==> src/design/botPipePkg.sv <==
`default_nettype none

package botPipePkg;

    localparam int TOP_WIDTH = 32;                      // Top word and result width.
    localparam int ADDR_WIDTH = 4;                      // Bot index width.
    localparam int INIT_SPAN = 4;                       // Advances spent initializing.
    localparam int SHIFT_DEPTH = (1 << ADDR_WIDTH) - INIT_SPAN;
    localparam int OUTPUT_LATENCY = 2;                  // Retiming after last stage.

    // Manager sequencing states.
    typedef enum logic [1:0] {
        ST_IDLE,                                        // No top loaded yet.
        ST_RUNNING,
        ST_DRAINING,                                    // Waiting for empty pipeline.
        ST_INIT                                         // Initialization advances.
    } mgrState_t;

    // One accepted bot on its way into the pipeline.
    typedef struct packed {
        logic                  valid;
        logic [ADDR_WIDTH-1:0] index;
        logic [TOP_WIDTH-1:0]  top;
    } botRecord_t;

endpackage

`default_nettype wire

==> src/design/shiftRegister.sv <==
`timescale 1ns/1ps
`default_nettype none

module shiftRegister #(
    parameter int cycles = 4,
    parameter int width = 1
) (
    input  logic             clk,
    input  logic             rst,
    input  logic             enable,
    input  logic [width-1:0] din,
    output logic [width-1:0] dout
);

    logic [width-1:0] stages [cycles];

    always_ff @(posedge clk) begin
        if (rst) begin
            for (int i = 0; i < cycles; i++) begin
                stages[i] <= '0;
            end
        end else if (enable) begin
            stages[0] <= din;                           // New entry at the head.
            for (int i = 1; i < cycles; i++) begin
                stages[i] <= stages[i-1];
            end
        end
    end

    assign dout = stages[cycles-1];                     // Oldest entry.

endmodule

`default_nettype wire

==> src/design/hyperpipe.sv <==
`timescale 1ns/1ps
`default_nettype none

module hyperpipe #(
    parameter int cycles = 2,
    parameter int width = 1
) (
    input  logic             clk,
    input  logic [width-1:0] din,
    output logic [width-1:0] dout
);

    logic [width-1:0] stages [cycles];

    // Free running, moves every clock regardless of stalls.
    always_ff @(posedge clk) begin
        stages[0] <= din;
        for (int i = 1; i < cycles; i++) begin
            stages[i] <= stages[i-1];
        end
    end

    assign dout = stages[cycles-1];

endmodule

`default_nettype wire

==> src/design/botValidShifter.sv <==
`timescale 1ns/1ps
`default_nettype none

module botValidShifter (
    input  logic clk,
    input  logic rst,
    input  logic advance,
    input  logic botValid,
    output logic resultValid,
    output logic isEmpty
);

    import botPipePkg::*;

    logic [ADDR_WIDTH-1:0] cyclesUntilEmpty;            // Advances until last bot leaves.
    logic                  exitValid;
    logic                  prevAdvance;
    logic                  resultPulse;

    assign isEmpty = (cyclesUntilEmpty == '0);

    always_ff @(posedge clk) begin
        if (rst) begin
            cyclesUntilEmpty <= '0;
        end else if (advance) begin
            if (botValid) begin
                cyclesUntilEmpty <= ADDR_WIDTH'(SHIFT_DEPTH);   // Newest bot restarts the count.
            end else if (!isEmpty) begin
                cyclesUntilEmpty <= cyclesUntilEmpty - 1'b1;
            end
        end
    end

    shiftRegister #(.cycles(SHIFT_DEPTH), .width(1)) validRegister (
        .clk    (clk),
        .rst    (rst),
        .enable (advance),
        .din    (botValid),
        .dout   (exitValid)
    );

    always_ff @(posedge clk) begin
        if (rst) begin
            prevAdvance <= 1'b0;
        end else begin
            prevAdvance <= advance;
        end
    end

    // A stalled bot sits at the exit, so only count it right after it moved there.
    assign resultPulse = exitValid & prevAdvance;

    hyperpipe #(.cycles(OUTPUT_LATENCY), .width(1)) validDelay (
        .clk  (clk),
        .din  (resultPulse),
        .dout (resultValid)
    );

endmodule

`default_nettype wire

==> src/design/pipelineManager.sv <==
`timescale 1ns/1ps
`default_nettype none

module pipelineManager (
    input  logic                             clk,
    input  logic                             rst,
    input  logic                             startNewTop,
    input  logic [botPipePkg::TOP_WIDTH-1:0] topIn,
    input  logic                             isBotInValid,
    input  logic                             pipelineReady,
    input  logic                             isEmpty,
    output logic                             readyForBotIn,
    output logic                             advance,
    output botPipePkg::botRecord_t           bot
);

    import botPipePkg::*;

    mgrState_t             state;
    logic [TOP_WIDTH-1:0]  pendingTop;                  // Requested top, waiting for drain.
    logic [TOP_WIDTH-1:0]  currentTop;
    logic [ADDR_WIDTH-1:0] botIndex;
    logic                  topAccepted;
    logic                  botAccepted;

    assign topAccepted = startNewTop & pipelineReady &
                         ((state == ST_IDLE) || (state == ST_RUNNING));

    assign readyForBotIn = pipelineReady & (state == ST_RUNNING) & !startNewTop;
    assign botAccepted = isBotInValid & readyForBotIn;

    // Shifters move while running or draining, never while initializing.
    assign advance = pipelineReady & !rst &
                     ((state == ST_RUNNING) || (state == ST_DRAINING));

    always_comb begin
        bot.valid = botAccepted;
        bot.index = botIndex;
        bot.top   = currentTop;
    end

    always_ff @(posedge clk) begin
        if (rst) begin
            state    <= ST_IDLE;
            botIndex <= '0;
        end else begin
            case (state)
                ST_IDLE: begin
                    if (topAccepted) begin
                        state <= ST_DRAINING;
                    end
                end
                ST_RUNNING: begin
                    if (topAccepted) begin
                        state <= ST_DRAINING;
                    end
                    if (pipelineReady) begin
                        botIndex <= botIndex + 1'b1;    // Index counts advances.
                    end
                end
                ST_DRAINING: begin
                    if (isEmpty && pipelineReady) begin
                        state    <= ST_INIT;
                        botIndex <= ADDR_WIDTH'(-INIT_SPAN);    // Start below zero.
                    end
                end
                ST_INIT: begin
                    if (pipelineReady) begin
                        botIndex <= botIndex + 1'b1;
                        if (botIndex == '1) begin
                            state <= ST_RUNNING;        // Next index is zero.
                        end
                    end
                end
                default: begin
                    state <= ST_IDLE;
                end
            endcase
        end
    end

    // Top words carry no reset.
    always_ff @(posedge clk) begin
        if (topAccepted) begin
            pendingTop <= topIn;
        end
        if ((state == ST_DRAINING) && isEmpty && pipelineReady) begin
            currentTop <= pendingTop;                   // Old bots are all out.
        end
    end

endmodule

`default_nettype wire

==> src/design/resultPipeline.sv <==
`timescale 1ns/1ps
`default_nettype none

module resultPipeline (
    input  logic                             clk,
    input  logic                             rst,
    input  logic                             advance,
    input  botPipePkg::botRecord_t           bot,
    output logic [botPipePkg::TOP_WIDTH-1:0] resultData
);

    import botPipePkg::*;

    logic [2*TOP_WIDTH-1:0] doubledTop;
    logic [TOP_WIDTH-1:0]   rotatedTop;
    logic [TOP_WIDTH-1:0]   botResult;
    logic [TOP_WIDTH-1:0]   exitData;
    logic [TOP_WIDTH-1:0]   sampledData;
    logic                   prevAdvance;

    // Rotate left through a doubled copy of the top.
    always_comb begin
        doubledTop = {bot.top, bot.top} << bot.index;
        rotatedTop = doubledTop[2*TOP_WIDTH-1:TOP_WIDTH];
        if (bot.valid) begin
            botResult = rotatedTop + TOP_WIDTH'(bot.index);
        end else begin
            botResult = '0;                             // Bubbles carry zero.
        end
    end

    shiftRegister #(.cycles(SHIFT_DEPTH), .width(TOP_WIDTH)) dataRegister (
        .clk    (clk),
        .rst    (rst),
        .enable (advance),
        .din    (botResult),
        .dout   (exitData)
    );

    always_ff @(posedge clk) begin
        if (rst) begin
            prevAdvance <= 1'b0;
        end else begin
            prevAdvance <= advance;
        end
    end

    // Same qualifier as the valid path.
    assign sampledData = prevAdvance ? exitData : '0;

    hyperpipe #(.cycles(OUTPUT_LATENCY), .width(TOP_WIDTH)) dataDelay (
        .clk  (clk),
        .din  (sampledData),
        .dout (resultData)
    );

endmodule

`default_nettype wire

==> src/design/botPipeTop.sv <==
`timescale 1ns/1ps
`default_nettype none

module botPipeTop (
    input  logic                             clk,
    input  logic                             rst,
    input  logic                             startNewTop,
    input  logic [botPipePkg::TOP_WIDTH-1:0] topIn,
    input  logic                             isBotInValid,
    input  logic                             pipelineReady,
    output logic                             readyForBotIn,
    output logic                             resultValid,
    output logic [botPipePkg::TOP_WIDTH-1:0] resultData
);

    import botPipePkg::*;

    logic       advance;                                // Shared shift enable.
    logic       isEmpty;
    botRecord_t bot;

    pipelineManager i_pipelineManager (
        .clk           (clk),
        .rst           (rst),
        .startNewTop   (startNewTop),
        .topIn         (topIn),
        .isBotInValid  (isBotInValid),
        .pipelineReady (pipelineReady),
        .isEmpty       (isEmpty),
        .readyForBotIn (readyForBotIn),
        .advance       (advance),
        .bot           (bot)
    );

    botValidShifter i_botValidShifter (
        .clk         (clk),
        .rst         (rst),
        .advance     (advance),
        .botValid    (bot.valid),
        .resultValid (resultValid),
        .isEmpty     (isEmpty)
    );

    resultPipeline i_resultPipeline (
        .clk        (clk),
        .rst        (rst),
        .advance    (advance),
        .bot        (bot),
        .resultData (resultData)
    );

endmodule

`default_nettype wire

==> config.mk <==
export PLATFORM = sky130hd
export DESIGN_NAME = botPipeTop
export DESIGN_NICKNAME = d
export VERILOG_FILES = /design/src/design/botPipePkg.sv /design/src/design/shiftRegister.sv /design/src/design/hyperpipe.sv /design/src/design/botValidShifter.sv /design/src/design/pipelineManager.sv /design/src/design/resultPipeline.sv /design/src/design/botPipeTop.sv
export SDC_FILE = /design/constraint.sdc
export NUM_CORES = 1
export LEC_CHECK = 0
export BUFFER_PORTS_ARGS = -buffer_cell sky130_fd_sc_hd__buf_2
export CAP_MARGIN = 40
export CORE_MARGIN = 1.5
export CORE_UTILIZATION = 66
export CTS_CLUSTER_DIAMETER = 100
export DETAILED_ROUTE_END_ITERATION = 12
export PLACE_DENSITY_LB_ADDON = 0.2
export SLEW_MARGIN = 0
export SYNTH_ARGS = -nofsm -noshare
export SYNTH_HDL_FRONTEND = slang
export SYNTH_SLANG_ARGS = --single-unit
==> constraint.sdc <==
create_clock -name clk -period 17.1 [get_ports clk]
set_input_delay 3.42 -clock clk [delete_from_list [all_inputs] [get_ports clk]]
set_output_delay 3.42 -clock clk [all_outputs]
set_load 0.05 [all_outputs]
==> flow_summary_export.csv, run 1 <==
group,metric,value,unit
routing,dr_wl_met2,17120,µm
global_routing,grt_overflow_total,0,
place,port_buffers,70,
global_routing,antenna_found_initial,0,
timing,finalHoldViolCount,0,
yosys,synth_ff_type,"edfxtp_1",
routing,drc,0,
cts,postCtsSetupRepairBufs,0,
global_routing,track_usage,0.1982,
floorplanning,die_width,183.8,µm
critical_path,cp-start-kind,"input port",
place,dpl.hpwl,18880,µm
outcome,status,"finished, final reports clean",
layout,fin_util,0.7314,
place,gp_congestion,0.9116,
routing,routed.top_layer,"met4",
critical_path,cp_num_buf_inv,2,
cts,hold_buffers,0,
critical_path,required,13.68,ns
min_path,hold_end,"i_resultPipeline.dataDelay.stages[0][62]",
cts,clkSinkCount,537,
cts,cts-htree-levels,2,
timing,fin_crit,7.902,ns
routing,drtPass1Iterations,6,
cts,ctsRootBufferMaster,"clkbuf_16",
critical_path,r2r-start,"i_pipelineManager.botIndex[0]",
floorplanning,start_util,0.6666,
critical_path,critPathKind,"input port to output pin",
power,power.density,150.0,mW/mm²
floorplanning,rows,66,
routing,wire_per_inst,16.97,µm
timing,finalSetupTns,0,ns
routing,antenna_left,0,
timing,relSlewSlack,0.4173,
floorplanning,die_h,183.8,µm
min_path,hp-start,"i_resultPipeline.dataDelay.stages[0][30]",
critical_path,cp_data_arrival_time,4.48,ns
yosys,ys_ff_latch,537,
critical_path,slowest_delay,0.50,ns
yosys,avgSynthCellArea,15.10,µm²
layout,num_antenna_cells,0,
critical_path,cp_max_fo,145,
critical_path,timing.rr.end,"i_resultPipeline.dataRegister.stages[0][24]",
timing,max_freq,126.6,MHz
timing,rsz0062_at_grt,"false",
routing,vias,11030,
yosys,synth_cells,1429,
layout,fin_cells,1922,
power,ir_drop,0.09477,mV
critical_path,cp_cell_sequence,"buf_6 > nand2_1 > nor2_1 > buf_2",
min_path,hold_path.class,"flop to flop",
cts,max-clock-path-buffers,3,
global_routing,grt_pass1_vias,10420,
yosys,synth_edf_count,460,
cts,clock_latency,0.59,ns
global_routing,grt_start_max_net_pins,146,
yosys,synth_area,0.02158,mm²
timing,fin_crit_sh,0.4621,
routing,drt_iter0_markers,921,
layout,area_delta_synth_final,9.725,%
place,placed_cells,1826,
layout,drive_gt1_frac,0.1520,
timing,setup_violations,0,
critical_path,cp_top_family,"buffers and inverters",
yosys,async_flop_share,0,
yosys,yosys_warnings,0,
power,leakagePower,0.009723,µW
timing,worstMarginPinSlew,0.8673,ns
layout,nets,1488,
cts,cts_tree,"built",
routing,wirelength,32620,µm
cts,post_cts_resized,0,
critical_path,critPathSlowestCell,"buf_6",
yosys,ys_types,61,
cts,clkTransAtPathRegs,0.06,ns
routing,vias_per_cell,5.738,
timing,drv_slew,0,
power,fin_total_pwr,3552,µW
floorplanning,die-area,0.03379,mm²
cts,cts_buffers,51,
routing,met3_length,1458,µm
floorplanning,pin_count,71,
routing,wl_met1,13130,µm
global_routing,grt_first_pass_wirelength,52180,µm
critical_path,rr_worst_depth,13,
floorplanning,coreArea,0.03237,mm²
yosys,syn_nets,1480,
run,cap_violations,0,
layout,fillers,1985,
critical_path,r2r_slack,12.41,ns
timing,worst_clock_skew,0.02120,ns
min_path,whs_path_depth,0,
yosys,yosysSeqAreaShare,0.7116,
critical_path,cp-end-kind,"output pin",
[placed cells by master, fill, tap and decap left out, types with 5 or more instances in the layout]
cell / instances
edfxtp_1: 460
and3_1: 300
dfxtp_1: 76
buf_2: 69
nor2b_1: 68
clkbuf_16: 53
nor2_1: 48
and2_1: 38
nand2_1: 33
a21oi_1: 31
mux2i_1: 26
mux2_2: 26
clkbuf_1: 20
mux4_1: 18
nor3_1: 15
buf_4: 15
mux4_2: 14
o21ai_0: 14
ha_1: 13
xor2_1: 10
or2_2: 8
a21o_1: 7
or3_1: 7
clkinv_1: 6
nand3_1: 6
nor4_1: 6
clkinv_2: 6
inv_1: 5
nand4_1: 5
o22ai_1: 5
[layer usage]
layer	vias to the layer above	global-route usage
met5	-	0
met4	0	0.09344
met3	59	0.03645
met2	273	0.3406
met1	5344	0.2449
li1	5353	-
[cells in the mapped netlist, types with 5 or more instances]
master    instances  share of area
ha_1             13         0.0075
nand4_1           5         0.0014
and3_1          300          0.087
o22ai_1           5         0.0014
dfxtp_1          77          0.071
buf_6             5         0.0026
or3_1             7         0.0020
clkbuf_1         82          0.014
mux4_1           18          0.022
nand3_1           6         0.0014
mux2_2           26          0.014
mux4_2           14          0.015
o21ai_0          14         0.0032
nand2_1          33         0.0057
nor2b_1          70          0.020
edfxtp_1        460           0.64
nor3_1           15         0.0035
xor2_1           10         0.0041
mux2i_1          26          0.012
and2_1           38          0.011
a21oi_1          31         0.0072
buf_4            39          0.014
inv_1             5        0.00087
nor2_1           48         0.0084
a21o_1            7         0.0024
or2_2             9         0.0026
nor4_1            6         0.0017
[registers in the layout, indices dropped and copies added (netlist names)]
signal                                  cells
i_pipelineManager.currentTop               32
i_resultPipeline.dataRegister.stages      384
i_botValidShifter.prevAdvance               1
i_pipelineManager.state                     2
i_botValidShifter.validDelay.stages         2
i_resultPipeline.dataDelay.stages          64
i_botValidShifter.validRegister.stages     12
i_botValidShifter.cyclesUntilEmpty          4
i_pipelineManager.botIndex                  4
i_pipelineManager.pendingTop               32
[worst max-delay path by stage]
stage | slack, ns | endpoint | from | cells past startpoint
finish | 9.20 | readyForBotIn | pipelineReady | 4
floorplan | 7.74 | i_botValidShifter.validRegister.stages[0][0] | rst | 3
CTS | 9.15 | readyForBotIn | pipelineReady | 4
global route | 9.02 | readyForBotIn | pipelineReady | 4
detailed placement | 9.15 | readyForBotIn | pipelineReady | 4
global placement | 9.10 | readyForBotIn | pipelineReady | 4
[worst register-to-register path, delay by kind of cell (launching register included)]
kind | cells | cell delay [ns]
compound gates | 5 | 1.27
fa+ha+maj | 2 | 0.43
buf+inv | 2 | 1.01
flops | 1 | 0.31
mux | 1 | 0.37
simple gates | 3 | 1.04
[report_power, final]
part | total (µW) | internal [µW] | switching (µW)
Combinational | 730 | 254 | 477
Sequential | 1730 | 1670 | 56.3
Clock | 1090 | 637 | 455
Total | 3550 | 2560 | 988
[per-stage QoR]
stage	instance area (µm²)	worst slack (ns)	hold slack (ns)
after floorplan	21580	7.736	0.3096
final	23680	9.198	0.3259
after CTS	23680	9.150	0.3256
after global placement	21850	9.105	0.3099
after detailed placement	22020	9.154	0.3121
after global routing	23680	9.022	0.3311
[layout make-up]
type	count	area, µm²	area share
Inverter	7	26.28	0.001110
Multi-Input combinational cell	748	5444	0.2299
Timing Repair Buffer	92	639.4	0.02701
Clock buffer	77	1456	0.06152
Clock inverter	19	200.2	0.008456
Sequential cell	537	15360	0.6486
Tap cell	442	553.0	0.02336
[logic make-up after synthesis]
family / share of synthesized area
AOI/OAI and AO/OA: 0.02453
xor gates and xnor gates: 0.005682
adders and majority gates: 0.008466
buffers and inverters: 0.03665
DFF: 0.7116
muxes: 0.06216
and+or+nand+nor: 0.1509
(Power assumes the default switching activity.)
==> inputs of run 2 (changes only) <==
--- a/config.mk
+++ b/config.mk
@@ -8,7 +8,7 @@
 export BUFFER_PORTS_ARGS = -buffer_cell sky130_fd_sc_hd__buf_2
 export CAP_MARGIN = 40
 export CORE_MARGIN = 1.5
-export CORE_UTILIZATION = 66
+export CORE_UTILIZATION = 56
 export CTS_CLUSTER_DIAMETER = 100
 export DETAILED_ROUTE_END_ITERATION = 12
 export PLACE_DENSITY_LB_ADDON = 0.2
==> constraint.sdc (replaced) <==
create_clock -name clk -period 6.6 [get_ports clk]
set_input_delay 1.32 -clock clk [delete_from_list [all_inputs] [get_ports clk]]
set_output_delay 1.32 -clock clk [all_outputs]
set_load 0.05 [all_outputs]
==> flow_summary_export.csv, run 2 (synthesized netlist as in run 1, its figures left out) <==
group,metric,value,unit
critical_path,critPathSlowestCell,"dfxtp_2",
power,p_comb_frac,0.206,
routing,antenna_left,0,
floorplanning,rows,71,
min_path,hp-start,"i_resultPipeline.dataDelay.stages[0][1]",
power,leakagePower,0.009772,µW
routing,vias,10980,
layout,final_cell_mix,"edfxtp_1, and3_1, dfxtp_1",
place,gp_congestion,0.8160,
layout,largest-register,"i_resultPipeline.dataRegister.stages",
timing,drv_slew,0,
critical_path,rr_worst_depth,12,
cts,cts-htree-levels,2,
cts,postCtsSetupRepairBufs,0,
timing,fin_crit,4.241,ns
cts,post_cts_resized,0,
cts,clkTransAtPathRegs,0.06,ns
power,p_sw_frac,0.2826,
cts,max-clock-path-buffers,3,
critical_path,cp_max_fo,21,
global_routing,antenna_found_initial,0,
routing,wire_per_inst,16.94,µm
critical_path,cp_cell_sequence,"mux4_1 > mux2_2 > nor2_1 > nor2_1 > ha_1 > a21o_1 > a21o_1 > a21oi_1 > a21o_2 > or3_1 > or4_1 > a21oi_1",
floorplanning,pin_count,71,
timing,rsz0062_at_grt,"false",
cts,ctsRootBufferMaster,"clkbuf_16",
timing,finalSetupTns,0,ns
timing,worst_clock_skew,0.02957,ns
floorplanning,start_util,0.5715,
critical_path,required,7.05,ns
cts,cts_tree,"built",
run,cap_violations,0,
power,p_switching,2637,µW
floorplanning,coreArea,0.03776,mm²
power,power_frac_clock,0.312,
critical_path,slowest_delay,0.73,ns
global_routing,grt_start_max_net_pins,298,
timing,fin_crit_sh,0.6425,
outcome,status,"finished, final reports clean",
routing,drtPass1Iterations,5,
critical_path,cp-end-kind,"flop",
layout,layout.cells.most_common,"edfxtp_1",
critical_path,cp_data_arrival_time,4.69,ns
floorplanning,die_h,199.3,µm
timing,finalHoldViolCount,0,
place,dp_slack,2.400,ns
critical_path,cp-start-kind,"flop",
layout,drive_gt1_frac,0.1565,
power,p_int,6694,µW
routing,drt_iter0_markers,803,
cts,cts_buffers,53,
critical_path,timing.rr.end,"i_resultPipeline.dataRegister.stages[0][27]",
critical_path,critPathKind,"flop to flop",
place,port_buffers,70,
timing,max_freq,235.8,MHz
timing,fin_ws,2.359,ns
layout,area_delta_synth_final,10.43,%
global_routing,track_usage,0.1734,
critical_path,r2r_slack,2.36,ns
layout,num_antenna_cells,0,
min_path,hold_end,"i_resultPipeline.dataDelay.stages[0][33]",
power,ir_drop,0.3266,mV
place,dpl.hpwl,19640,µm
layout,largest_reg_flops,384,
timing,relSlewSlack,0.3132,
routing,vias_per_cell,5.511,
timing,worstMarginPinSlew,1.030,ns
floorplanning,die_width,199.3,µm
layout,nets,1489,
power,power.density,391.6,mW/mm²
critical_path,r2r-start,"i_pipelineManager.botIndex[1]",
global_routing,grt_overflow_total,0,
timing,setup_violations,0,
routing,drc,0,
min_path,whs_path_depth,0,
cts,hold_buffers,0,
power,p_seq_frac,0.481,
min_path,hold_path.class,"flop to flop",
global_routing,grt_pass1_vias,10200,
cts,clock_latency,0.60,ns
layout,reg_top3,"i_resultPipeline.dataRegister.stages x384, i_resultPipeline.dataDelay.stages x64",
routing,wirelength,33770,µm
cts,clkSinkCount,537,
global_routing,grt_first_pass_wirelength,53630,µm
floorplanning,die-area,0.03972,mm²
## run 2: worst max-delay path: cells and delay by family (launching register included)
kind,cells,cell delay (ns)
AOI/OAI and AO/OA,5,0.79
and+or+nand+nor,4,1.28
adders and majority gates,1,0.27
DFF,1,0.73
muxes,2,1.02
## run 2: how the worst max path moves through the flow
| stage | from | to |
|---|---|---|
| after detailed placement | i_pipelineManager.botIndex[1] | i_resultPipeline.dataRegister.stages[0][27] |
| after global routing | i_pipelineManager.botIndex[1] | i_resultPipeline.dataRegister.stages[0][24] |
| after global placement | i_pipelineManager.botIndex[1] | i_resultPipeline.dataRegister.stages[0][27] |
| after CTS | i_pipelineManager.botIndex[1] | i_resultPipeline.dataRegister.stages[0][27] |
| final | i_pipelineManager.botIndex[1] | i_resultPipeline.dataRegister.stages[0][27] |
| after floorplan | rst | i_botValidShifter.validRegister.stages[0][0] |
## run 2: power by group through the flow
| stage | registers (µW) | clock network (µW) | logic [µW] |
|---|---|---|---|
| 5_1_grt | 4550 | 3130 | 2110 |
| 6_report | 4490 | 2910 | 1930 |
| 3_3_place_gp | 4570 | 0 | 1900 |
| 4_1_cts | 4500 | 3000 | 1940 |
| 3_5_place_dp | 4570 | 0 | 1930 |
| 2_1_floorplan | 4530 | 0 | 1470 |
## run 2: metal layers
layer | global-route usage | share of wire | vias up
met5 | 0 | 0 | -
met2 | 0.2877 | 0.50 | 218
li1 | - | - | 5370
met1 | 0.2236 | 0.43 | 5332
met3 | 0.04135 | 0.044 | 63
met4 | 0.06201 | 0.029 | 0
## run 2: stage by stage
| step | power, µW | instances | hold slack, ns | util | cell area, µm² |
|---|---|---|---|---|---|
| final | 9331 | 1993 | 0.3231 | 0.6311 | 23830 |
| after global routing | 9783 | 1993 | 0.3324 | 0.6311 | 23830 |
| after CTS | 9441 | 1993 | 0.3261 | 0.6311 | 23830 |
| after detailed placement | 6496 | 1894 | 0.3121 | 0.5851 | 22090 |
| after global placement | 6470 | 1888 | 0.3113 | 0.5816 | 21960 |
| after floorplan | 6001 | 1429 | 0.3096 | - | 21580 |
## run 2: layout make-up
type | instances | area [µm²]
Sequential cell | 537 | 15360
Fill cell | 2695 | 13930
Multi-Input combinational cell | 748 | 5444
Clock buffer | 79 | 1543
Tap cell | 511 | 639.4
Timing Repair Buffer | 91 | 624.3
Clock inverter | 20 | 193.9
Inverter | 7 | 26.28
==> inputs of run 3 (changes only) <==
--- a/config.mk
+++ b/config.mk
@@ -5,6 +5,7 @@
 export SDC_FILE = /design/constraint.sdc
 export NUM_CORES = 1
 export LEC_CHECK = 0
+export ABC_AREA = 1
 export BUFFER_PORTS_ARGS = -buffer_cell sky130_fd_sc_hd__buf_2
 export CAP_MARGIN = 40
 export CORE_MARGIN = 1.5
==> constraint.sdc (replaced) <==
create_clock -name clk -period 3.7 [get_ports clk]
set_input_delay 0.74 -clock clk [delete_from_list [all_inputs] [get_ports clk]]
set_output_delay 0.74 -clock clk [all_outputs]
set_load 0.05 [all_outputs]
==> flow_summary_export.csv, run 3 <==
group,metric,value,unit
routing,dr_wl_met2,18900,µm
place,dp_slack,0.4652,ns
critical_path,cp_top_family,"simple AND/OR/NAND/NOR gates",
yosys,yosys_warnings,0,
timing,relSlewSlack,0.2254,
critical_path,critPathSlowestCell,"dfxtp_1",
critical_path,cp_common_cell,"nand2_1",
place,dpl.hpwl,24690,µm
routing,drtPass1Iterations,7,
cts,clkSinkCount,537,
floorplanning,rows,73,
routing,wl_met1,15820,µm
critical_path,cp_num_buf_inv,3,
routing,drc,0,
layout,num_antenna_cells,0,
timing,finalSetupTns,0,ns
layout,fin_cells,2733,
timing,fin_crit,3.292,ns
critical_path,cp-start-kind,"flop",
cts,post_cts_resized,0,
routing,routed.top_layer,"met4",
place,placed_cells,2637,
global_routing,track_usage,0.1892,
critical_path,slowest_delay,0.41,ns
timing,drv_slew,0,
yosys,yosysSeqAreaShare,0.6839,
critical_path,cp_max_fo,33,
timing,setup_violations,0,
layout,fillers,3128,
critical_path,r2r_slack,0.41,ns
routing,met3_length,1919,µm
yosys,synth_area,0.02245,mm²
critical_path,cp_data_arrival_time,3.63,ns
cts,max-clock-path-buffers,3,
floorplanning,die_h,203.2,µm
yosys,avgSynthCellArea,10.55,µm²
layout,area_delta_synth_final,10.73,%
global_routing,grt_start_max_net_pins,272,
cts,clkTransAtPathRegs,0.06,ns
routing,antenna_left,0,
cts,cts_tree,"built",
timing,worstMarginPinSlew,1.162,ns
critical_path,required,4.04,ns
floorplanning,die_width,203.2,µm
layout,drive_gt1_frac,0.1218,
yosys,synth.most_common_cell,"edfxtp_1",
floorplanning,pin_count,71,
min_path,hold_path.class,"flop to flop",
cts,cts_buffers,52,
critical_path,cp_cell_sequence,"buf_4 > nand2_1 > nand3_2 > nand3_1 > nand2_1 > nor2_1 > a31oi_1 > ha_1 > fa_1 > nand2_1 > inv_1 > nand2_1 > and3_1 > inv_1 > nand2_1 > nor2_2 > nand3_2 > nor2_2 > nand3_1 > nand2_1 > nor2_1",
timing,finalHoldViolCount,0,
yosys,synth_edf_count,460,
global_routing,grt_pass1_vias,12500,
routing,vias_per_cell,4.862,
critical_path,critPathKind,"flop to flop",
yosys,synth_ff_type,"edfxtp_1",
yosys,syn_nets,2180,
timing,fin_crit_sh,0.8898,
layout,final_cell_mix,"edfxtp_1, inv_1, nor2_1",
timing,worst_clock_skew,0.02333,ns
routing,drt_iter0_markers,866,
critical_path,startpoint,"i_pipelineManager.botIndex[0]",
yosys,synth_top_area_frac,0.6152,
layout,layout.cells.most_common,"edfxtp_1",
floorplanning,coreArea,0.03964,mm²
layout,largest_reg_flops,384,
routing,wire_per_inst,13.86,µm
yosys,ys_types,35,
place,gp_congestion,0.9641,
global_routing,grt_overflow_total,0,
floorplanning,die-area,0.04130,mm²
yosys,synth_common_cells,"edfxtp_1, inv_1, nor2_1",
cts,hold_buffers,0,
cts,cts-htree-levels,2,
critical_path,cp-end-kind,"flop",
place,port_buffers,70,
yosys,async_flop_share,0,
outcome,status,"finished, final reports clean",
timing,rsz0062_at_grt,"false",
yosys,synth_cells,2129,
layout,largest-register,"i_resultPipeline.dataRegister.stages",
global_routing,grt_first_pass_wirelength,61490,µm
layout,reg_top3,"i_resultPipeline.dataRegister.stages x384, i_resultPipeline.dataDelay.stages x64",
yosys,synth_area_leaders,"edfxtp_1, inv_1, nor2_1, dfxtp_1, nand2_1",
cts,postCtsSetupRepairBufs,0,
routing,wirelength,37870,µm
run,cap_violations,0,
timing,fin_ws,0.4078,ns
layout,regArea,0.01535,mm²
timing,max_freq,303.8,MHz
yosys,yosysTopAreaCell,"edfxtp_1",
cts,ctsRootBufferMaster,"clkbuf_16",
min_path,hp-start,"i_resultPipeline.dataDelay.stages[0][19]",
layout,nets,2217,
timing,worst_hold_slack,0.3238,ns
power,leakagePower,0.01062,µW
layout,multi_input_area,0.004872,mm²
power,ir_drop,0.4684,mV
power,power.density,750.4,mW/mm²
floorplanning,start_util,0.5664,
critical_path,r2r-start,"i_pipelineManager.botIndex[0]",
cts,clock_latency,0.58,ns
routing,vias,13290,
yosys,ys_ff_latch,537,
global_routing,antenna_found_initial,0,
run 3: worst paths after layout:
| path | to | cells past startpoint |
|---|---|---|
| worst max-delay path | i_resultPipeline.dataRegister.stages[0][28] | 21 |
| worst min-delay path | i_resultPipeline.dataDelay.stages[0][51] | 0 |
| worst max register to register | i_resultPipeline.dataRegister.stages[0][28] | 21 |
| worst min register to register | i_resultPipeline.dataDelay.stages[0][51] | 0 |
run 3: final cells by class:
cell class	instances	area share
Tap cell	525	0.02642
Multi-Input combinational cell	1047	0.1960
Inverter	433	0.06557
Sequential cell	537	0.6176
Clock buffer	75	0.06064
Timing Repair Buffer	95	0.02546
Clock inverter	21	0.008354
run 3: worst reg2reg max path, stage by stage (launching register included):
cell,delay (ns)
dfxtp_1,0.41
buf_4,0.36
nand2_1,0.17
nand3_2,0.12
nand3_1,0.10
nand2_1,0.12
nor2_1,0.05
a31oi_1,0.16
ha_1,0.21
fa_1,0.21
nand2_1,0.05
inv_1,0.07
nand2_1,0.05
and3_1,0.17
inv_1,0.07
nand2_1,0.06
nor2_2,0.17
nand3_2,0.14
nor2_2,0.15
nand3_1,0.08
nand2_1,0.08
nor2_1,0.04
run 3: metrics by stage:
| step | total power, µW | utilization | area, µm² |
|---|---|---|---|
| final | 18660 | 0.6272 | 24860 |
| after detailed placement | 13630 | 0.5839 | 23150 |
| after CTS | 18820 | 0.6272 | 24860 |
| after global routing | 19750 | 0.6272 | 24860 |
| after floorplan | 12170 | - | 22470 |
| after global placement | 13590 | 0.5835 | 23130 |
run 3: cell families after synthesis:
group           after synthesis  synth area share
compound gates               68           0.01616
flops                       537            0.6839
fa+ha+maj                    14          0.008136
buf+inv                     545            0.1006
simple gates                963            0.1904
xor+xnor                      2         0.0007803
run 3: report_power, final:
| part | internal [µW] | switching, µW |
|---|---|---|
| logic | 1420 | 4140 |
| registers | 7680 | 289 |
| clock network | 2990 | 2140 |
| total | 12100 | 6570 |
run 3: per-layer routing:
layer	global-route usage	vias up
met5	0	-
li1	-	6745
met2	0.3264	325
met3	0.03867	82
met4	0.07487	0
met1	0.2339	6137
